--- config.mk ---
export PLATFORM = sky130hd
export DESIGN_NAME = fetch_control
export DESIGN_NICKNAME = d
export VERILOG_FILES = /design/src/verilog/y86_fetch_pkg.sv /design/src/verilog/fetch_control.sv
export SDC_FILE = /design/constraint.sdc
export NUM_CORES = 1
export LEC_CHECK = 0
export BUFFER_PORTS_ARGS = -buffer_cell sky130_fd_sc_hd__buf_2
export CAP_MARGIN = 0
export CORE_AREA = 2 2 240 242
export DETAILED_ROUTE_END_ITERATION = 10
export DIE_AREA = 0 0 242 244
export GPL_TIMING_DRIVEN = 0
export PLACE_DENSITY = 0.46
export REMOVE_ABC_BUFFERS = 1
export SETUP_SLACK_MARGIN = 0.4
export SLEW_MARGIN = 10
export SYNTH_ARGS = -nofsm -noshare
export SYNTH_HDL_FRONTEND = slang
export SYNTH_SLANG_ARGS = --single-unit
--- constraint.sdc ---
create_clock -name clk -period 6.2 [get_ports clk]
set_clock_uncertainty 0.05 [all_clocks]
set_input_delay 0.31 -clock clk [delete_from_list [all_inputs] [get_ports clk]]
set_output_delay 0.31 -clock clk [all_outputs]
set_load 0.02 [all_outputs]
--- src/verilog/y86_fetch_pkg.sv ---
`default_nettype none

package y86_fetch_pkg;

  localparam int INSTR_BYTES = 10;       // Longest Y86-64 instruction

  typedef logic [63:0] addr_t;           // Byte address or PC
  typedef logic [7:0]  byte_t;
  typedef logic [3:0]  reg_id_t;         // F means no register
  typedef logic [63:0] word_t;           // Immediate or displacement

  localparam reg_id_t REG_NONE = 4'hF;

  // First byte at the PC sits in the top bits
  typedef logic [INSTR_BYTES*8-1:0] instr_window_t;

  typedef enum logic [3:0] {
    I_HALT  = 4'h0,
    I_NOP   = 4'h1,
    I_CMOV  = 4'h2,
    I_IRMOV = 4'h3,
    I_RMMOV = 4'h4,
    I_MRMOV = 4'h5,
    I_OP    = 4'h6,
    I_JXX   = 4'h7,
    I_CALL  = 4'h8,
    I_RET   = 4'h9,
    I_PUSH  = 4'hA,
    I_POP   = 4'hB
  } icode_e;

  typedef enum logic [1:0] {
    STAT_AOK = 2'd0,                     // Running, or stopped on ret
    STAT_HLT = 2'd1,
    STAT_ADR = 2'd2,                     // Instruction runs past memory end
    STAT_INS = 2'd3                      // Bad icode/ifun pair
  } stat_e;

  // One fetched instruction
  typedef struct packed {
    addr_t   pc;
    icode_e  icode;
    logic [3:0] ifun;
    reg_id_t ra;
    reg_id_t rb;
    word_t   valc;
    addr_t   valp;                       // Address of the following instruction
  } fetch_rec_t;

endpackage

`default_nettype wire
--- src/verilog/fetch_control.sv ---
`timescale 1ns/1ns
`default_nettype none

module fetch_control (
  input  wire                       clk,
  input  wire                       reset,
  input  wire                       start,
  input  y86_fetch_pkg::addr_t      start_pc,
  input  wire                       mem_done,
  input  y86_fetch_pkg::fetch_rec_t rec,
  input  y86_fetch_pkg::addr_t      next_pc,
  input  wire                       instr_ok,
  input  wire                       addr_ok,
  output y86_fetch_pkg::addr_t      pc,
  output logic                      read_strobe,
  output y86_fetch_pkg::fetch_rec_t fetch_out,
  output logic                      fetch_valid,
  output wire                       busy,
  output y86_fetch_pkg::stat_e      stat
);

  typedef enum logic [1:0] {
    IDLE,
    WAIT,                                           // Read issued, waiting on memory
    STOPPED
  } state_e;

  state_e               state;
  y86_fetch_pkg::stat_e stat_next;
  logic                 stop;

  assign busy = (state == WAIT);

  // Status priority ADR > INS > HLT > AOK
  always_comb
  begin
    if (!addr_ok)
    begin
      stat_next = y86_fetch_pkg::STAT_ADR;
    end
    else if (!instr_ok)
    begin
      stat_next = y86_fetch_pkg::STAT_INS;
    end
    else if (rec.icode == y86_fetch_pkg::I_HALT)
    begin
      stat_next = y86_fetch_pkg::STAT_HLT;
    end
    else
    begin
      stat_next = y86_fetch_pkg::STAT_AOK;
    end
    // ret stops too since its target is unknown here
    stop = (stat_next != y86_fetch_pkg::STAT_AOK) || (rec.icode == y86_fetch_pkg::I_RET);
  end

  always_ff @(posedge clk)
  begin
    if (reset)
    begin
      state       <= IDLE;
      pc          <= '0;
      read_strobe <= 1'b0;
      fetch_valid <= 1'b0;
      stat        <= y86_fetch_pkg::STAT_AOK;
    end
    else
    begin
      read_strobe <= 1'b0;
      fetch_valid <= 1'b0;
      case (state)
        IDLE, STOPPED:
        begin
          if (start)
          begin
            state       <= WAIT;
            pc          <= start_pc;
            read_strobe <= 1'b1;
            stat        <= y86_fetch_pkg::STAT_AOK; // Old stop reason cleared
          end
        end
        WAIT:
        begin
          if (mem_done)
          begin
            fetch_valid <= 1'b1;
            stat        <= stat_next;
            if (stop)
            begin
              state <= STOPPED;                     // busy falls with the last fetch_valid
            end
            else
            begin
              pc          <= next_pc;
              read_strobe <= 1'b1;                  // Next read starts right away
            end
          end
        end
        default: state <= IDLE;
      endcase
    end
  end

  always_ff @(posedge clk)
  begin
    if ((state == WAIT) && mem_done)
    begin
      fetch_out <= rec;
    end
  end

endmodule

`default_nettype wire

After elaboration in Yosys (flattened, before gate mapping). Cells that the tools add are included. W data, S select, Z words.

Register bits: 278. Output and inout port bits: 277. Logic and storage cells: 50.

Equal/unequal tests: 7. Muxes and demuxes: 19. Bitwise operators: 1. Reductions and logical operators: 11.

Operators by type and width (count): $mux W64 (3); $pmux W64 S2 (1); $mux W2 (7); $pmux W2 S2 (2); $ne A2 B2 Y1 const B (3); $reduce_and A3 Y1 (2); $mux W1 (5); $eq A4 B4 Y1 const B (1); $logic_not A4 Y1 (1); $reduce_and A4 Y1 (1); $reduce_bool A2 Y1 (2); $reduce_or A2 Y1 (2); $eq A2 B1 Y1 const B (1); $eq A2 B2 Y1 const B (1); $logic_not A2 Y1 (1); $ne A2 B1 Y1 const B (1); $pmux W1 S2 (1); $logic_and A1 B1 Y1 (1); $logic_or A1 B1 Y1 (1); $not A1 Y1 (1).

Longest topological paths before layout.
Depth in word-level cells: 9. Gate-level depth with buffers: 6. Gate-level depth less buffers: 4.

Least setup slack after synthesis. No wires, ideal clock.

Path type: register -> register. From: register state[1]. To: register state[1]. Library setup time: 0.085 ns. Arrival: 5.229 ns. Data required time: 6.065 ns. Setup slack: 0.835 ns. Cell stages (with the launch flop): 5. Clock period less this slack: 5.365 ns. Path through: dfxtp_1 > nand3b_1 > inv_1 > a22oi_1 > nor2_1.

Cells in the longest elaborated chain, start to end: 4. Elaborated cells on any way between the ends: 9. Classes of those cells: 5 x eq/ne; 1 x mux; 3 x reduce/logical.

Ends and longest elaborated chain: start, declared (RTL line fetch_control.sv:28) `state_e state;`; start signal, assigned (RTL line fetch_control.sv:61) `state <= IDLE;`; start signal, assigned (RTL line fetch_control.sv:76) `state <= WAIT;`; start signal, assigned (RTL line fetch_control.sv:90) `state <= STOPPED;`; $eq A2 B2 Y1 or $logic_not A2 Y1 (tied branches) (RTL line fetch_control.sv:71) `case (state)`; $reduce_or A2 Y1 (RTL line fetch_control.sv:71); $ne A2 B2 Y1 (no source line); $reduce_and A3 Y1 (no source line).

Parallel ways exist; a longest one is shown, timed or not. A chain may end at the register's enable or synchronous reset.

Worst setup path in the final report.
From: input rec[143] in the netlist's numbering. To: register pc[50].

Cells in the longest elaborated chain, start to end: 8. Elaborated cells on any way between the ends: 9. Classes of those cells: 2 x eq/ne; 3 x mux; 4 x reduce/logical.

Ends and longest elaborated chain: start, declared (RTL line fetch_control.sv:10) `input y86_fetch_pkg::fetch_rec_t rec,`; $logic_not A4 Y1 (RTL line fetch_control.sv:45) `else if (rec.icode == y86_fetch_pkg::I_HALT)`; $mux W1 (RTL line fetch_control.sv:45); $mux W2 (RTL line fetch_control.sv:41) `else if (!instr_ok)`; $mux W2 (RTL line fetch_control.sv:37) `if (!addr_ok)`; $reduce_bool A2 Y1 (RTL line fetch_control.sv:54) `stop = (stat_next != y86_fetch_pkg::STAT_AOK) || (rec.icode == y86_fetch_pkg::I_RET);`; $logic_or A1 B1 Y1 (*) (RTL line fetch_control.sv:54); $ne A2 B2 Y1 (no source line) (*); $reduce_and A4 Y1 (no source line) (*); end signal, assigned (RTL line fetch_control.sv:77) `pc <= start_pc;`; end signal, assigned (RTL line fetch_control.sv:94) `pc <= next_pc;`; end, declared (RTL line fetch_control.sv:14) `output y86_fetch_pkg::addr_t pc,`.

Mark *: on every way between the ends. The rest lies on a longest branch, timed or not.

==> results.txt <==
The flow ran to the end, and the final reports show no timing, DRC or antenna violations. The worst pin sits at a relative slew slack of 46.1%. In this run, the combinational gates consume 14.3% of the power.

Setup violations remaining at the end of the flow were counted as 0. The total clock buffers created by CTS was 34; the arrival time at the worst endpoint was 3.06 ns. In this run switching power makes up 25.0% of total power.

For this design, the slowest cell found on the critical path is sky130_fd_sc_hd__or4b_4. Counting instances, the worst hold path has a depth of 3. Of all nets on the critical path, the largest fanout is 65.

Clock-pin slew was measured on the worst setup and hold paths at 0.06 ns. Static timing analysis puts the maximum clock frequency at 0.375 GHz. In this run the vertical extent of the chip is 244 um. The startpoint of the lowest-slack register-to-register path was state[1]. In this run the most critical hold path is launched from start_pc[27].

Delay of the slowest cell on the worst path: 0.85 ns. After detailed routing, the total wire length is 40,400 um. The run gives 41.7% as the part of the power in the clock network. The critical path goes through dlygate4sd3_1, buf_2, xor2_1, or4b_4, and2_4, buf_16, a211oi_2.

Yosys printed 0 warnings. In the synthesized netlist, the number of instances is 532. The post-route netlist has 52.6% of its cells at a drive strength greater than 1. Counting flops and latches in the post-synthesis netlist gives 278. Sequential cell fraction of total power: 44.0%. The worst path in the final design needs a cycle of 2.67 ns, including I/O delays and setup. The pin count of the biggest net entering global routing was 87; the post-synthesis to final-layout area growth was 75.4%. The design draws 4.87 mW. Summed over its instances, the top area cell type makes up 64.4% of the synthesized netlist area.

The tools report the area taken by multi-input logic gates as 1860 sq um. Across the whole layout, storage elements account for 7650 sq um. The final clock period utilization by the worst path works out to 43.0%.

In this run the critical register-to-register path is captured at pc[50]. The width of the chip came out at 242 um. The detail route stage leaves a number of antenna-violating nets equal to 0.

Setup repair after global routing left no endpoint under its margin. The placed instances occupy a cell area of 13,800 sq um. Post-synthesis area per instance: 18.2 sq um.

The number of cells in the design after placement was 1,877. The largest area contributor in the synthesized netlist was sky130_fd_sc_hd__edfxtp_1. The run gives 0 as the number of slew-limit violations in the final report. The tools report the number of max-cap violations as 0.

The tools report the count of placed standard cells in the final layout, fillers left out as 2,152. In the global route stage, overall resource usage came out at 13.0%. The finished cells cover 17,000 sq um. The logs give 0 for the number of hold-slack violations in the final timing report and 278 for the number of clock sinks.

The number of design rule violations left after detail routing is 0, and the detailed-routing iteration count for the pre-antenna-repair pass is 6. Total negative slack: 0 ns. The tools report the half-perimeter wire length after detailed placement as 31,300 um. Reg2reg setup slack: 3.61 ns.

Dividing total power by cell area gives a power density of 286 nW/um^2. The tightest min-delay check is of the in -> reg type. The run gives 2 as the depth of the CTS H-tree. Yosys attributes the largest share of cell area to sky130_fd_sc_hd__edfxtp_1 64%, sky130_fd_sc_hd__dfxtp_1 14%, sky130_fd_sc_hd__mux2i_1 6.6%, sky130_fd_sc_hd__a211oi_2 6.5%, sky130_fd_sc_hd__a21oi_1 3.4%. The via count was 8,046; the required arrival time at the worst endpoint was 6.60 ns. In this run the clock root is driven by a sky130_fd_sc_hd__clkbuf_16.

The internal portion of the total power is 3.65 mW. The tools report the insertion delay of the later-clocked pin in the worst-skew pair as 0.53 ns. The worst setup path is captured at a flop. The I/O pin count is 619.

Sequential share of the synthesized area: 78.9%. The layout has 5,804 filler cells. Once the clock tree was built, the setup fixing pass inserted 0 buffers. STA classifies the critical path startpoint as an input port. The number of antenna violations at the first check in global routing is 14, and the net switching power of the design is 1.22 mW.

The floorplan step defined a core boundary enclosing 56,200 sq um. The residual overflow from global routing was 0. Row generation in the floorplan step produced 87 rows. The tools report the number of gates resized after CTS as 0. The setup path with the least slack is of type in -> reg.

For hold timing, the worst endpoint is pc[27]. The largest buffer count on any clock path was 3. Number of buffers inserted by hold repair at cts: 210.

The netlist uses 26 different library cells. TritonCTS built the clock tree. Using the TritonRoute via totals, the vias-per-cell ratio works out to 3.74. In the final design database the tool counted 1,709 nets. The tools report the effective utilization at floorplan as 17.3%. The congestion estimate from routability-driven global placement came to 0.845.

The count of port buffers added during placement was 618. In the final routed layout, each cell accounts on average for 18.8 um. In this run the cell area of the synthesized design comes to 9690 sq um. For the pin with the worst max-slew slack, the measured transition is 0.808 ns. The static power due to leakage came out at 6.98 nW.

The global-route wire length before repair is 56,400 um. The worst-case IR drop observed on VDD is 151 uV. The run gives 8,554 as the via count of the first global-routing pass. The die covers 59,000 sq um. The critical path starts at rec[143]. The violation count after the first detailed-routing iteration is 268, and the number of cells traversed by the worst register-to-register path is 6.
[cell usage after synthesis]
| cell | number |
|---|---|
| sky130_fd_sc_hd__a211oi_1 | 14 |
| sky130_fd_sc_hd__a211oi_2 | 50 |
| sky130_fd_sc_hd__a21oi_1 | 66 |
| sky130_fd_sc_hd__a22oi_1 | 1 |
| sky130_fd_sc_hd__a311oi_1 | 1 |
| sky130_fd_sc_hd__and2_1 | 1 |
| sky130_fd_sc_hd__buf_1 | 1 |
| sky130_fd_sc_hd__buf_2 | 14 |
| sky130_fd_sc_hd__buf_4 | 1 |
| sky130_fd_sc_hd__buf_6 | 6 |
| sky130_fd_sc_hd__clkbuf_1 | 15 |
| sky130_fd_sc_hd__dfxtp_1 | 70 |
| sky130_fd_sc_hd__edfxtp_1 | 208 |
| sky130_fd_sc_hd__inv_1 | 1 |
| sky130_fd_sc_hd__mux2i_1 | 64 |
| sky130_fd_sc_hd__nand2_1 | 2 |
| sky130_fd_sc_hd__nand2b_1 | 1 |
| sky130_fd_sc_hd__nand3_1 | 4 |
| sky130_fd_sc_hd__nand3b_1 | 1 |
| sky130_fd_sc_hd__nor2_1 | 3 |
| sky130_fd_sc_hd__nor2b_1 | 3 |
| sky130_fd_sc_hd__o21ai_0 | 1 |
| sky130_fd_sc_hd__o311ai_0 | 1 |
| sky130_fd_sc_hd__o41ai_1 | 1 |
| sky130_fd_sc_hd__or4b_1 | 1 |
| sky130_fd_sc_hd__xor2_1 | 1 |
[flip-flops by register name, indices dropped and copies added (netlist names)]
register and flops:
fetch_out 208, fetch_valid 1, pc 64, read_strobe 1, stat 2, state 2
[stage by stage]
step	worst slack, ns	util, %	hold slack [ns]
after CTS	3.58	30.3	0.0315
final	3.53	30.3	0.0763
after global placement	-4.36	24.1	0.406
after floorplan	-0.191	-	0.325
after detailed placement	3.55	24.5	0.408
after global routing	3.44	30.3	0.0588
[power by group through the flow]
stage	clock, mW	combinational (mW)	sequential [mW]
floorplan	0	0.190	2.30
global placement	0	0.589	2.19
detailed placement	0	0.588	2.18
CTS	2.12	0.710	2.14
global route	2.18	0.748	2.15
finish	2.03	0.696	2.14
[cell families (layout without fill, tap and decap cells)]
logic type	Yosys count	count (layout)	share of synthesized area, %
compound gates	135	135	11.3
xor+xnor	1	1	0.0904
flops	278	278	78.9
buf+inv	38	898	2.16
simple gates	16	16	0.904
mux	64	64	6.61
other cells	0	4	0
[metal layers]
metal / routed length (um) / global-route usage, % / vias up
met2: 20600 / 23.8 / 447
met5: 0 / 0 / -
li1: - / - / 3763
met1: 14300 / 13.2 / 3769
met3: 4630 / 6.37 / 67
met4: 952 / 3.56 / 0
[area by class of cell]
cell class	instances	area share [%]
timing repair buffer	836	31.7
clock inverter	19	1.28
clock buffer	42	5.42
tap	756	5.56
sequential	278	45.0
multi-input combinational	216	10.9
antenna	4	0.0589
inverter	1	0.0662
[cells in the final DEF, fill, tap and decap left out, drive strengths merged]
cell type,n
buf,626
o21ai,1
dlygate4sd3,210
clkinvlp,1
nand2,2
nand3b,1
nor2b,3
diode,4
inv,2
nand3,4
edfxtp,208
clkinv,13
a211oi,64
dfxtp,70
a22oi,1
xor2,1
o41ai,1
nand2b,1
mux2i,64
or4b,1
bufinv,4
clkbuf,42
and2,1
a21oi,66
nor2,3
o311ai,1
a311oi,1
[worst max-delay path: cells and delay by family]
family,cells,cell delay [ns]
xor+xnor,1,0.16
compound gates,1,0.23
simple gates,2,1.30
buf+inv,3,0.96
[worst max-delay path by stage]
stage	endpoint	cells past startpoint
3_3_place_gp	pc[32]	5
6_report	pc[50]	7
3_5_place_dp	pc[27]	6
4_1_cts	pc[27]	7
2_1_floorplan	pc[24]	4
5_1_grt	pc[31]	7
No activity file was read; power rests on OpenSTA's default activity.
