--- config.mk ---
export PLATFORM = sky130hd
export DESIGN_NAME = fetch_decode
export DESIGN_NICKNAME = d
export VERILOG_FILES = /design/src/verilog/y86_fetch_pkg.sv /design/src/verilog/fetch_decode.sv
export SDC_FILE = /design/constraint.sdc
export NUM_CORES = 1
export LEC_CHECK = 0
export ABC_AREA = 1
export BUFFER_PORTS_ARGS = -buffer_cell sky130_fd_sc_hd__clkbuf_2
export CORE_AREA = 2 2 161 163
export DETAILED_ROUTE_END_ITERATION = 8
export DIE_AREA = 0 0 163 165
export SLEW_MARGIN = 20
export SYNTH_ARGS = -nofsm -noshare
export SYNTH_HDL_FRONTEND = slang
export SYNTH_SLANG_ARGS = --single-unit
--- constraint.sdc ---
create_clock -name vclk -period 3.46
set_input_delay 0.346 -clock vclk [all_inputs]
set_output_delay 0.346 -clock vclk [all_outputs]
set_load 0.01 [all_outputs]
--- src/verilog/y86_fetch_pkg.sv ---
`default_nettype none

package y86_fetch_pkg;

  localparam int INSTR_BYTES = 10;       // Longest Y86-64 instruction

  typedef logic [63:0] addr_t;           // Byte address or PC
  typedef logic [7:0]  byte_t;
  typedef logic [3:0]  reg_id_t;         // F means no register
  typedef logic [63:0] word_t;           // Immediate or displacement

  localparam reg_id_t REG_NONE = 4'hF;

  // First byte at the PC sits in the top bits
  typedef logic [INSTR_BYTES*8-1:0] instr_window_t;

  typedef enum logic [3:0] {
    I_HALT  = 4'h0,
    I_NOP   = 4'h1,
    I_CMOV  = 4'h2,
    I_IRMOV = 4'h3,
    I_RMMOV = 4'h4,
    I_MRMOV = 4'h5,
    I_OP    = 4'h6,
    I_JXX   = 4'h7,
    I_CALL  = 4'h8,
    I_RET   = 4'h9,
    I_PUSH  = 4'hA,
    I_POP   = 4'hB
  } icode_e;

  typedef enum logic [1:0] {
    STAT_AOK = 2'd0,                     // Running, or stopped on ret
    STAT_HLT = 2'd1,
    STAT_ADR = 2'd2,                     // Instruction runs past memory end
    STAT_INS = 2'd3                      // Bad icode/ifun pair
  } stat_e;

  // One fetched instruction
  typedef struct packed {
    addr_t   pc;
    icode_e  icode;
    logic [3:0] ifun;
    reg_id_t ra;
    reg_id_t rb;
    word_t   valc;
    addr_t   valp;                       // Address of the following instruction
  } fetch_rec_t;

endpackage

`default_nettype wire
--- src/verilog/fetch_decode.sv ---
`timescale 1ns/1ns
`default_nettype none

module fetch_decode #(
  parameter int MEM_BYTES = 1024
) (
  input  y86_fetch_pkg::addr_t         pc,
  input  y86_fetch_pkg::instr_window_t window,
  output y86_fetch_pkg::fetch_rec_t    rec,
  output y86_fetch_pkg::addr_t         next_pc,
  output logic                         instr_ok,
  output logic                         addr_ok
);

  localparam int TOP = y86_fetch_pkg::INSTR_BYTES * 8 - 1;

  logic [3:0]           icode_raw;
  logic [3:0]           ifun;
  logic [3:0]           len;
  logic                 has_regs;
  y86_fetch_pkg::word_t valc_b1;                    // Constant after the opcode byte
  y86_fetch_pkg::word_t valc_b2;                    // Constant after the register byte
  y86_fetch_pkg::word_t valc;
  y86_fetch_pkg::addr_t valp;
  logic [64:0]          end_addr;

  assign icode_raw = window[TOP -: 4];
  assign ifun      = window[TOP-4 -: 4];

  // Little-endian constants
  always_comb
  begin
    for (int i = 0; i < 8; i++)
    begin
      valc_b1[8*i +: 8] = window[TOP - 8*(i+1) -: 8];
      valc_b2[8*i +: 8] = window[TOP - 8*(i+2) -: 8];
    end
  end

  always_comb
  begin
    len      = 4'd1;
    has_regs = 1'b0;
    valc     = '0;
    instr_ok = 1'b1;
    case (icode_raw)
      y86_fetch_pkg::I_HALT, y86_fetch_pkg::I_NOP, y86_fetch_pkg::I_RET:
        instr_ok = (ifun == 4'h0);
      y86_fetch_pkg::I_CMOV:
      begin
        len      = 4'd2;
        has_regs = 1'b1;
        instr_ok = (ifun <= 4'h6);                  // rrmovq plus six conditions
      end
      y86_fetch_pkg::I_OP:
      begin
        len      = 4'd2;
        has_regs = 1'b1;
        instr_ok = (ifun <= 4'h3);
      end
      y86_fetch_pkg::I_PUSH, y86_fetch_pkg::I_POP:
      begin
        len      = 4'd2;
        has_regs = 1'b1;
        instr_ok = (ifun == 4'h0);
      end
      y86_fetch_pkg::I_IRMOV, y86_fetch_pkg::I_RMMOV, y86_fetch_pkg::I_MRMOV:
      begin
        len      = 4'd10;
        has_regs = 1'b1;
        valc     = valc_b2;
        instr_ok = (ifun == 4'h0);
      end
      y86_fetch_pkg::I_JXX:
      begin
        len      = 4'd9;
        valc     = valc_b1;
        instr_ok = (ifun <= 4'h6);
      end
      y86_fetch_pkg::I_CALL:
      begin
        len      = 4'd9;
        valc     = valc_b1;
        instr_ok = (ifun == 4'h0);
      end
      default: instr_ok = 1'b0;                     // icode C to F
    endcase
  end

  assign valp     = pc + y86_fetch_pkg::addr_t'(len);
  assign end_addr = {1'b0, pc} + 65'(len);          // Extra bit keeps a wrapped PC out of range
  assign addr_ok  = (end_addr <= 65'(MEM_BYTES));

  always_comb
  begin
    rec.pc    = pc;
    rec.icode = y86_fetch_pkg::icode_e'(icode_raw);
    rec.ifun  = ifun;
    rec.ra    = has_regs ? window[TOP-8 -: 4] : y86_fetch_pkg::REG_NONE;
    rec.rb    = has_regs ? window[TOP-12 -: 4] : y86_fetch_pkg::REG_NONE;
    rec.valc  = valc;
    rec.valp  = valp;
  end

  // Branches and calls are predicted taken
  assign next_pc = ((icode_raw == y86_fetch_pkg::I_JXX) || (icode_raw == y86_fetch_pkg::I_CALL))
                   ? valc : valp;

endmodule

`default_nettype wire

Yosys cells after proc, flatten, opt, wreduce, memory -nomap -nowiden
Index checks and enable logic that the tools add are counted.
{"block": "totals", "input_bits": 144, "reg_bits": 0, "output_inout_bits": 274, "wordCells": 32}
{"block": "classes", "reduce_logical": 9, "eq_ne": 11, "n_addsub": 2, "muxes": 7, "n_lt_le_gt_ge": 3}
{"operator": "64-bit one-hot mux with 2 select lines", "count": 1}
{"operator": "64-bit by 4-bit adder with 65-bit output", "count": 1}
{"operator": "65-bit by 11-bit less-or-equal comparator with 1-bit output (second input constant)", "count": 1}
{"operator": "64-bit by 4-bit adder with 64-bit output", "count": 1}
{"operator": "64-bit 2-to-1 mux", "count": 1}
{"operator": "4-bit by 3-bit == test with 1-bit output (second input constant)", "count": 4}
{"operator": "4-bit == test (second input constant)", "count": 4}
{"operator": "4-bit one-hot mux with 3 select lines", "count": 1}
{"operator": "9-bit OR reduction", "count": 1}
{"operator": "4-bit by 2-bit == test with 1-bit output (second input constant)", "count": 2}
{"operator": "4-bit zero test", "count": 2}
{"operator": "4-bit 2-to-1 mux", "count": 2}
{"operator": "7-bit OR reduction", "count": 1}
{"operator": "4-bit by 1-bit == test with 1-bit output (second input constant)", "count": 1}
{"operator": "4-bit by 2-bit less-or-equal comparator with 1-bit output (second input constant)", "count": 1}
{"operator": "4-bit by 3-bit less-or-equal comparator with 1-bit output (second input constant)", "count": 1}
{"operator": "2-bit OR reduction", "count": 2}
{"operator": "4-bit OR reduction", "count": 1}
{"operator": "1-bit one-hot mux with 3 select lines", "count": 1}
{"operator": "3-bit OR reduction", "count": 1}
{"operator": "1-bit logical OR", "count": 1}
{"operator": "1-bit 2-to-1 mux", "count": 1}

Logic depth before layout (Yosys ltp)
Gate-level depths: netlist of run 1.
{"block": "depth", "word_depth": 5, "ltp_mapped": 26, "ltp_nobuf": 25}

Worst setup path after synthesis of run 1
No wires, ideal clock.
{"block": "synth_path", "kind": "input-to-output", "start": "input window[78]", "end": "output addr_ok", "path_buffers": 1, "required_time_ps": 3114, "arrival_time_ps": 2789, "stages": 24, "path_slack_ps": 325, "path_cell_list": "inv_1 nor2_1 inv_1 nor2_1 inv_1 nand2_1 clkinv_1 clkbuf_1 nand2_1 ha_1 nand2_2 nor2_2 nand2_2 nand2_4 nand2_2 o21ai_0 nand2_1 nor2_1 nand2_1 inv_1 nand2_1 nor2_1 nand3_1 nand2_1"}
{"block": "synth_between", "elab_chain_len": 5, "elab_cells_between_ends": 15, "classes_between": "add/sub: 1; order compare: 1; eq/ne: 9; mux: 1; reduce/logical: 3"}
{"element": "from (decl)", "line_no": "fetch_decode.sv:8", "source": "input y86_fetch_pkg::instr_window_t window,"}
{"element": "4-bit == test (tied with other cells)", "line_no": "fetch_decode.sv:46", "source": "case (icode_raw)"}
{"element": "4-bit OR reduction (no source line) (tied with other cells)"}
{"element": "4-bit one-hot mux with 3 select lines *", "line_no": "fetch_decode.sv:46"}
{"element": "64-bit by 4-bit adder with 65-bit output *", "line_no": "fetch_decode.sv:91", "source": "assign end_addr = {1'b0, pc} + 65'(len);"}
{"element": "65-bit by 11-bit less-or-equal comparator with 1-bit output *", "line_no": "fetch_decode.sv:92", "source": "assign addr_ok = (end_addr <= 65'(MEM_BYTES));"}
{"element": "to (decl)", "line_no": "fetch_decode.sv:12", "source": "output logic addr_ok"}
Every way passes the cells marked *; elsewhere a longest branch is shown, timed or not.

Worst setup path in the final report of run 1
Ends and elaborated chain as after synthesis.

==> summary.txt, run 1 <==
Worst hold path
  – Hold crit path type: primary input to primary output
  – Hold EP: rec[136]
  – Hold depth: 2
  – Min-delay src: window[72]

Route
  – DRC viols: 0
  – Top Layer Used: met4
  – Met2 WL: 16000 um
  – Vias per Instance: 4.52
  – Met3 WL: 1970 um
  – WL met1: 15000 um
  – Routed WL: 33900 um
  – Post-route ant nets: 0
  – Initial DRC Count: 538
  – Routed via count: 8528
  – Post-DR wirelength/cell: 18.0 um
  – First-pass detailed-route iteration total: 5

Status
  – Status: finished, final reports clean

Placement
  – Post-DP HPWL: 30400 um
  – GP Congestion: 0.993
  – Area post-placement: 7890 um2
  – Port bufs: 418
  – Pre-CTS WS: -0.215 ns
  – Inst Count DP: 1878

Final layout
  – Leading cell types in the layout, fill and taps excluded: nand2_1, clkbuf_2, nor2_1
  – Commonest non-fill, non-tap cell in the layout: nand2_1
  – Reg area: 0 um2
  – Layout cells sized above 1: 42.9%
  – Final instance area: 8170 um2
  – Ant diodes: 0
  – Layout area overhead: 62.4%
  – Fin cells: 1885
  – Layout clock buffer count: 0
  – Sequential cell count: 0
  – Finished Core Util: 32.6%
  – NumNets Final: 1705

Synthesis
  – Mapped Nets: 1243
  – Post-Synth Simple-Gate Area: 69.7%
  – XOR/XNOR share of the synthesized area: 2.79%
  – Seq/Total Area, Yosys: 0%
  – Mean Syn Cell Area: 4.59 um2
  – Largest family of logic cells by synthesized area: simple AND/OR/NAND/NOR gates
  – Post-synthesis mux area share: 0%
  – Complex-gate fraction of the synthesized area: 5.89%
  – Warnings from Yosys: 0
  – Distinct cell type count after synthesis: 33
  – Adder-cell share of the synthesized area: 1.14%
  – Syn Inst Count: 1095
  – Post-Syn Area: 5030 um2

Die
  – Die width: 163 um
  – Core Area: 25000 um2
  – Initial core utilization: 20.1%
  – FP Rows: 58
  – IO Pins: 418
  – Die height: 165 um
  – Die Footprint: 26900 um2

STA
  – Setup TNS: 0 ns
  – RSZ-0062 raised after global routing: true
  – Setup slack after layout: 0.127 ns
  – Fin crit period: 3.33 ns
  – Fin crit share: 96.3%
  – Hold slack final: 0.933 ns
  – Fmax: 300 MHz
  – Slew Limit Fails: 0
  – Setup-failing EPs final: 0
  – Final hold violations: 0
  – Worst slew margin: 36.3%
  – Slew @ Worst Pin: 0.955 ns

Worst setup path
  – Worst path bufs/invs: 7
  – CP startpoint kind: primary input
  – Critical setup path kind: primary input to primary output
  – Critical path, cell by cell: buf_8 -> inv_4 -> nor2_4 -> inv_2 -> buf_4 -> o21ai_4 -> inv_1 -> nand2_2 -> ha_4 -> nand3_2 -> nand2_4 -> nand2_8 -> nor2_4 -> buf_4 -> xor2_1 -> nor2_1 -> nand2_1 -> nor2_2 -> nand2_1 -> nor2_2 -> nand3_1 -> nand2_2 -> buf_6
  – Biggest cell delay along the critical path: 0.35 ns
  – Slowest cell on crit path: xor2_1
  – CP arrival: 2.99 ns
  – Worst-path fanout max: 7
  – CP delay by family, top: simple AND/OR/NAND/NOR gates
  – Req. time, crit path: 3.11 ns
  – CP Capture Type: primary output

Clock network
  – Cts hold-fix bufs: 0

Global route
  – First-pass GRT wire length: 47400 um
  – GRT Overall Usage: 23.5%
  – Overflow after GRT: 0
  – Vias in the first global route: 7784
  – Largest net degree at the start of global routing: 104
  – Initial antenna violation count: 0

Power
  – Worst ir drop on vdd: 0.0564 mV
  – Leak: 4.82 nW
  – Pwr Density: 128 nW/um2
  – Pwr Total: 1.05 mW

Job
  – Max cap viols: 0
==> cells in the mapped netlist (2+ instances only) <==
cell type / instances / area share [%]
or2_2: 10 / 1.2
xnor2_1: 5 / 0.87
o22ai_1: 2 / 0.25
inv_2: 2 / 0.15
nor2_2: 17 / 2.1
nor2_4: 11 / 2.5
buf_1: 4 / 0.30
nand2_2: 24 / 3.0
nor2_1: 154 / 11
nor4_1: 2 / 0.25
clkbuf_1: 14 / 1.0
nand4_1: 23 / 2.9
nand3_1: 46 / 4.6
ha_1: 3 / 0.75
o21ai_0: 45 / 4.5
o21bai_1: 2 / 0.30
o21ai_1: 4 / 0.40
nand2_4: 4 / 0.90
xor2_1: 11 / 1.9
nand2_1: 503 / 38
nand3b_1: 14 / 2.1
inv_1: 108 / 8.1
nand3_2: 2 / 0.40
buf_4: 72 / 11
nor3_1: 5 / 0.50
==> cell type report <==
type / count / area [um2]
repair buffers: 551 / 3110
inverters: 111 / 419
well taps: 330 / 413
multi-input cells: 893 / 4220
fillers: 2948 / 16900
==> metal layers <==
layer	global-route usage (%)	up-vias
li1	-	4233
met3	2.08	48
met2	41.3	359
met1	31.2	3888
met5	0	-
met4	5.31	0
==> cell families (layout without fill, tap and decap cells) <==
kind of cell / Yosys count / count (layout)
buffers and inverters: 202 / 662
AO/OA/AOI/OAI: 56 / 56
XOR/XNOR: 16 / 16
AND/OR/NAND/NOR: 817 / 817
adder cells (fa/ha/maj): 4 / 4
==> power breakdown <==
| part | switching [mW] | internal, mW | total [mW] |
|---|---|---|---|
| combinational | 0.640 | 0.408 | 1.05 |
| clock | 0 | 0 | 0 |
| sequential | 0 | 0 | 0 |
| total | 0.640 | 0.408 | 1.05 |
==> how the worst max path moves through the flow <==
| stage | start | to | slack (ns) | cells past startpoint |
|---|---|---|---|---|
| floorplan | window[78] | addr_ok | 0.32 | 24 |
| global placement | window[78] | addr_ok | -0.17 | 19 |
| detailed placement | window[78] | addr_ok | -0.22 | 19 |
| CTS | window[78] | addr_ok | 0.003 | 25 |
| global route | window[78] | addr_ok | -0.05 | 25 |
| finish | window[78] | addr_ok | 0.13 | 23 |
==> timing repair <==
item                                    4_1_cts  5_1_grt
resized for setup                            13       52
buffers inserted                              1        6
endpoints found under the setup margin        1        4
pin swaps                                     3       26
No activity file was read; power rests on OpenSTA's default activity.
==> inputs of run 2 (changes only) <==
Settings changed: ABC_AREA 1 to default, CORE_AREA 2 2 161 163 to 2 2 165 167, DIE_AREA 0 0 163 165 to 0 0 167 169.
==> run 2 against run 1 <==
  * Count of clock-buffer cells in the layout stayed put
  * The run now ends with setup timing left
  * Synthesized cell count is 44% lower
  * Combinational power hardly changed
  * Routed wire length is 13% lower
  * Maximum frequency is 17% lower
  * Die area is 4.9% higher
  * Sequential share of layout area stayed put
  * Design area is 7.0% lower
  * First-iteration DRC count is 48% lower
  * Critical path depth is 7 lower
  * Core utilization is 4.0 points lower
  * Global-route usage is 4.3 points lower
==> summary.txt, run 2 <==
Power
  – Sw frac: 56.0% (was 61.0%)
  – Worst ir drop on vdd: 0.0694 mV (was 0.0564 mV)
  – Reg power frac: 0% (about the same)
  – Clk network pwr share: 0% (about the same)
  – Logic gate share of total power: 100.0% (about the same)
  – Leak: 4.04 nW (was 4.82 nW)
  – Int Power: 470 uW (was 408 uW)
  – Sw power: 598 uW (was 640 uW)
  – Pwr Density: 141 nW/um2 (was 128 nW/um2)
  – Pwr Total: 1.07 mW (was 1.05 mW)

Worst setup path
  – Slowest cell on crit path: or4b_4 (was xor2_1)
  – CP delay by family, top: simple AND/OR/NAND/NOR gates (unchanged)
  – Critical path, cell by cell: buf_8 -> or4b_4 -> o21ai_4 -> or2_4 -> ha_4 -> a31o_1 -> buf_4 -> nand3_1 -> or3_1 -> xor2_1 -> nand4_1 -> nor4_4 -> buf_4 -> nand4_1 -> nor4_4 -> buf_2 (was buf_8 -> inv_4 -> nor2_4 -> inv_2 -> buf_4 -> o21ai_4 -> inv_1 -> nand2_2 -> ha_4 -> nand3_2 -> nand2_4 -> nand2_8 -> nor2_4 -> buf_4 -> xor2_1 -> nor2_1 -> nand2_1 -> nor2_2 -> nand2_1 -> nor2_2 -> nand3_1 -> nand2_2 -> buf_6)
  – Worst-path fanout max: 5 (was 7)
  – Worst path bufs/invs: 4 (was 7)
  – Critical setup path kind: primary input to primary output (unchanged)
  – Biggest cell delay along the critical path: 0.54 ns (was 0.35 ns)
  – CP arrival: 3.65 ns (was 2.99 ns)
  – Req. time, crit path: 3.11 ns (about the same)
  – CP startpoint kind: primary input (unchanged)
  – CP Capture Type: primary output (unchanged)

Final layout
  – Layout area overhead: 92.1% (was 62.4%)
  – Leading cell types in the layout, fill and taps excluded: clkbuf_2, buf_4, nand2_1 (was nand2_1, clkbuf_2, nor2_1)
  – Layout cells sized above 1: 62.8% (was 42.9%)
  – Sequential cell count: 0 (unchanged)
  – Layout clock buffer count: 0 (unchanged)
  – NumNets Final: 1249 (was 1705)
  – Commonest non-fill, non-tap cell in the layout: clkbuf_2 (was nand2_1)
  – Final instance area: 7600 um2 (was 8170 um2)
  – Fillers: 2984 (was 2948)
  – Finished Core Util: 28.7% (was 32.6%)
  – Reg area: 0 um2 (unchanged)
  – Fin cells: 1440 (was 1885)
  – Ant diodes: 0 (unchanged)

Synthesis
  – Mean Syn Cell Area: 6.45 um2 (was 4.59 um2)
  – Syn Inst Count: 613 (was 1095)
  – Warnings from Yosys: 0 (unchanged)
  – Mapped Nets: 761 (was 1243)
  – Seq/Total Area, Yosys: 0% (unchanged)
  – Commonest cells in the netlist: nand2_1, buf_4, a22o_1, mux2_2 (was nand2_1, nor2_1, inv_1, buf_4, nand3_1)
  – Post-Syn Area: 3960 um2 (was 5030 um2)
  – Post-synth top area share: 13.7% (was 37.5%)
  – Distinct cell type count after synthesis: 57 (was 33)
  – Leading area contributor after synthesis: buf_4 (was nand2_1)
  – Most common cell in the netlist: nand2_1 (unchanged)
  – Top cells by area, synth: buf_4, mux2_2, nand2_1, a22o_1, xor2_1 (was nand2_1, nor2_1, buf_4, inv_1, nand3_1)

STA
  – Fin crit share: 116% (was 96.3%)
  – Slew @ Worst Pin: 0.739 ns (was 0.955 ns)
  – Hold slack final: 0.900 ns (was 0.933 ns)
  – Setup-failing EPs final: 5 (was 0)
  – Slew Limit Fails: 0 (unchanged)
  – Setup slack after layout: -0.538 ns (was 0.127 ns)
  – Fmax: 250 MHz (was 300 MHz)
  – Worst slew margin: 50.8% (was 36.3%)
  – Fin crit period: 4.00 ns (was 3.33 ns)
  – Final hold violations: 0 (unchanged)
  – Setup TNS: -0.751 ns (was 0 ns)
  – RSZ-0062 raised after global routing: true (unchanged)

Status
  – Failing checks: setup timing
  – Status: complete, but fails checks (was finished, final reports clean)

Die
  – Die width: 167 um (was 163 um)
  – Die Footprint: 28200 um2 (was 26900 um2)
  – Core Area: 26500 um2 (was 25000 um2)
  – Initial core utilization: 14.9% (was 20.1%)
  – IO Pins: 418 (unchanged)
  – FP Rows: 60 (was 58)
  – Die height: 169 um (was 165 um)

Route
  – Post-DR wirelength/cell: 20.5 um (was 18.0 um)
  – WL met1: 13600 um (was 15000 um)
  – Initial DRC Count: 280 (was 538)
  – Met3 WL: 1720 um (was 1970 um)
  – DRC viols: 0 (unchanged)
  – First-pass detailed-route iteration total: 5 (unchanged)
  – Routed WL: 29600 um (was 33900 um)
  – Met2 WL: 13500 um (was 16000 um)
  – Post-route ant nets: 0 (unchanged)
  – Top Layer Used: met4 (unchanged)
  – Routed via count: 6512 (was 8528)
  – Vias per Instance: 4.52 (about the same)

Placement
  – Post-DP HPWL: 26100 um (was 30400 um)
  – GP Congestion: 0.924 (was 0.993)
  – Port bufs: 418 (unchanged)
  – Pre-CTS WS: -0.797 ns (was -0.215 ns)
  – Area post-placement: 7100 um2 (was 7890 um2)
  – Inst Count DP: 1426 (was 1878)

Worst hold path
  – Min-delay src: window[75] (was window[72])
  – Hold crit path type: primary input to primary output (unchanged)
  – Hold depth: 2 (unchanged)
  – Hold EP: rec[139] (was rec[136])

Global route
  – First-pass GRT wire length: 40600 um (was 47400 um)
  – Initial antenna violation count: 2 (was 0)
  – Vias in the first global route: 6126 (was 7784)
  – Largest net degree at the start of global routing: 66 (was 104)
  – Overflow after GRT: 0 (unchanged)
  – GRT Overall Usage: 19.2% (was 23.5%)

Job
  – Max cap viols: 0 (unchanged)

Clock network
  – Cts hold-fix bufs: 0 (unchanged)
-- run 2: cells by family after synthesis --
kind of cell	count (synthesis)	share of synthesized area, %
buf+inv	128	19.2
simple gates	291	37.6
xor+xnor	61	13.7
fa+ha+maj	4	1.46
mux	40	11.3
compound gates	89	16.8
-- run 2: area by class of cell --
class              instances  area (um2)  share of cell area, %
inverters                 31         116                   1.53
multi-input cells        485        3600                   47.3
well taps                341         427                   5.62
repair buffers           583        3460                   45.5
-- run 2: repair_timing --
item | CTS | global route
pin swaps | 8 | 18
gates cloned | 0 | 0
endpoints found under the setup margin | 23 | 30
buffers inserted | 8 | 10
resized for setup | 36 | 59
-- run 2: worst max path at each step --
| stage | depth (start not counted) | slack, ns | startpoint | end |
|---|---|---|---|---|
| after floorplan | 14 | -0.32 | window[76] | addr_ok |
| after global placement | 17 | -0.81 | window[77] | addr_ok |
| after global routing | 15 | -0.69 | window[79] | addr_ok |
| final | 16 | -0.54 | window[76] | addr_ok |
| after CTS | 14 | -0.54 | window[76] | addr_ok |
| after detailed placement | 15 | -0.80 | window[77] | addr_ok |
-- run 2: power groups by stage --
| stage | combinational [mW] | sequential, mW | clock (mW) |
|---|---|---|---|
| after floorplan | 0.473 | 0 | 0 |
| after global placement | 1.02 | 0 | 0 |
| after detailed placement | 1.02 | 0 | 0 |
| after CTS | 1.05 | 0 | 0 |
| after global routing | 1.14 | 0 | 0 |
| final | 1.07 | 0 | 0 |
-- run 2: layer usage --
layer / vias up / GRT usage [%]
met3: 33 / 2.45
met4: 0 / 4.24
met1: 3074 / 26.6
met5: - / 0
met2: 299 / 31.9
li1: 3106 / -
==> inputs of run 3 (changes only) <==
--- a/config.mk
+++ b/config.mk
@@ -11,2 +11,3 @@
 export DIE_AREA = 0 0 167 169
+export SETUP_SLACK_MARGIN = 0.4
 export SLEW_MARGIN = 20
==> constraint.sdc (replaced) <==
create_clock -name vclk -period 3.46
set_input_delay 0.692 -clock vclk [all_inputs]
set_output_delay 0.692 -clock vclk [all_outputs]
set_load 0.01 [all_outputs]
==> run 3 against run 2 <==
  * The flow still finishes with violations (setup timing)
  * Setup slack worse by 0.67 ns
  * Die area stayed put
  * Final cell count is 8.3% higher
  * Routed wire length is 6.6% higher
  * Non-clock buffer count is 119 higher
  * Maximum frequency is 14% lower
  * Via count is 9.3% higher
  * First-iteration DRC count is 31% higher
  * Flip-flop and latch count stayed put
  * Sequential share of layout area stayed put
  * Critical path depth is 2 higher
  * Worst hold slack better by 0.71 ns
==> summary.txt, run 3 (synthesis results as in run 2) <==
Die
  – Die height: 169 um (unchanged)
  – Die width: 167 um (unchanged)
  – Die Footprint: 28200 um2 (unchanged)
  – Initial core utilization: 14.9% (unchanged)
  – FP Rows: 60 (unchanged)
  – Core Area: 26500 um2 (unchanged)
  – IO Pins: 418 (unchanged)

Worst setup path
  – CP Capture Type: primary output (unchanged)
  – CP delay by family, top: simple AND/OR/NAND/NOR gates (unchanged)
  – Critical setup path kind: primary input to primary output (unchanged)
  – Critical path, cell by cell: clkbuf_16 -> or4b_4 -> o21ai_4 -> or2_4 -> ha_4 -> a31oi_4 -> nor3_4 -> buf_12 -> buf_8 -> nand4_1 -> buf_6 -> buf_6 -> nor2_4 -> xor2_2 -> a31oi_1 -> nand4_1 -> nor4_4 -> buf_4 (was buf_8 -> or4b_4 -> o21ai_4 -> or2_4 -> ha_4 -> a31o_1 -> buf_4 -> nand3_1 -> or3_1 -> xor2_1 -> nand4_1 -> nor4_4 -> buf_4 -> nand4_1 -> nor4_4 -> buf_2)
  – CP arrival: 3.97 ns (was 3.65 ns)
  – Slowest cell on crit path: or4b_4 (unchanged)
  – Biggest cell delay along the critical path: 0.55 ns (was 0.54 ns)
  – Worst path bufs/invs: 6 (was 4)
  – Req. time, crit path: 2.77 ns (was 3.11 ns)
  – CP startpoint kind: primary input (unchanged)
  – Worst-path fanout max: 6 (was 5)

Placement
  – Inst Count DP: 1503 (was 1426)
  – GP Congestion: 0.902 (was 0.924)
  – Pre-CTS WS: -1.50 ns (was -0.797 ns)
  – Post-DP HPWL: 26400 um (was 26100 um)
  – Port bufs: 418 (unchanged)

STA
  – Hold slack final: 1.61 ns (was 0.900 ns)
  – Slew @ Worst Pin: 0.546 ns (was 0.739 ns)
  – Final hold violations: 0 (unchanged)
  – Worst slew margin: 63.3% (was 50.8%)
  – Fin crit share: 135% (was 116%)
  – RSZ-0062 raised after global routing: true (unchanged)
  – Slew Limit Fails: 0 (unchanged)
  – Fmax: 214 MHz (was 250 MHz)
  – Fin crit period: 4.66 ns (was 4.00 ns)
  – Setup slack after layout: -1.20 ns (was -0.538 ns)
  – Setup-failing EPs final: 121 (was 5)

Job
  – Max cap viols: 0 (unchanged)

Final layout
  – Fillers: 2704 (was 2984)
  – Area of the multi-input gates: 4470 um2 (was 3600 um2)
  – Finished Core Util: 38.2% (was 28.7%)
  – Leading cell types in the layout, fill and taps excluded: clkbuf_2, buf_4, buf_6 (was clkbuf_2, buf_4, nand2_1)
  – Reg area: 0 um2 (unchanged)
  – Fin cells: 1560 (was 1440)
  – Layout clock buffer count: 0 (unchanged)
  – NumNets Final: 1368 (was 1249)
  – Sequential cell count: 0 (unchanged)
  – Layout area overhead: 156% (was 92.1%)
  – Commonest non-fill, non-tap cell in the layout: clkbuf_2 (unchanged)
  – Layout cells sized above 1: 76.1% (was 62.8%)

Worst hold path
  – Hold depth: 2 (unchanged)
  – Min-delay src: window[75] (unchanged)
  – Hold crit path type: primary input to primary output (unchanged)
  – Hold EP: rec[139] (unchanged)

Global route
  – Largest net degree at the start of global routing: 65 (was 66)
  – First-pass GRT wire length: 44100 um (was 40600 um)
  – Overflow after GRT: 0 (unchanged)
  – Initial antenna violation count: 1 (was 2)
  – Vias in the first global route: 6898 (was 6126)
  – GRT Overall Usage: 20.6% (was 19.2%)

Route
  – Post-route ant nets: 0 (unchanged)
  – Initial DRC Count: 368 (was 280)
  – Post-DR wirelength/cell: 20.2 um (was 20.5 um)
  – Routed WL: 31500 um (was 29600 um)
  – DRC viols: 0 (unchanged)
  – Vias per Instance: 4.56 (was 4.52)
  – Routed via count: 7118 (was 6512)
  – First-pass detailed-route iteration total: 4 (was 5)

Status
  – Status: complete, but fails checks (unchanged)
  – Failing checks: setup timing (unchanged)

Clock network
  – Cts hold-fix bufs: 0 (unchanged)
[run 3: changes by cell type in the layout (fill, tap and decap cells not counted), sizes merged]
cell | previous run | this run
buf | 179 | 355
bufbuf | 0 | 1
clkbuf | 404 | 346
diode | 0 | 1
[run 3: how the worst max path moves through the flow]
stage | cells past startpoint | startpoint | slack [ns] | end
final | 18 | window[78] | -1.20 | addr_ok
after global placement | 18 | window[77] | -1.48 | addr_ok
after floorplan | 14 | window[76] | -1.00 | addr_ok
after detailed placement | 15 | window[77] | -1.50 | addr_ok
after CTS | 17 | window[77] | -1.22 | addr_ok
after global routing | 18 | window[78] | -1.40 | addr_ok
[run 3: metal layers]
| layer | vias to the layer above | global-route usage, % | share of wire (%) | wire length (um) |
|---|---|---|---|---|
| li1 | 3334 | - | - | - |
| met1 | 3404 | 27.2 | 43 | 13400 |
| met2 | 337 | 35.0 | 48 | 15000 |
| met3 | 43 | 3.11 | 6.7 | 2110 |
| met4 | 0 | 5.51 | 3.0 | 944 |
| met5 | - | 0 | 0 | 0 |
[run 3: timing repair]
action / 4_1_cts / 5_1_grt
gates cloned: 1 / 0
resized for setup: 218 / 161
setup endpoints to repair: 191 / 167
buffers inserted: 36 / 19
pin swaps: 66 / 43
[run 3: layout make-up]
cell class / count / share of cell area [%]
repair buffers: 702 / 50.3
diodes: 1 / 0.0247
well taps: 341 / 4.22
multi-input cells: 485 / 44.2
inverters: 31 / 1.22
[run 3: stage by stage]
stage	area, um2	setup TNS (ns)
final	10100	-55.27
after global routing	10100	-67.83
after CTS	9520	-50.02
after detailed placement	8110	-79.83
after global placement	8110	-78.60
after floorplan	4510	-18.18
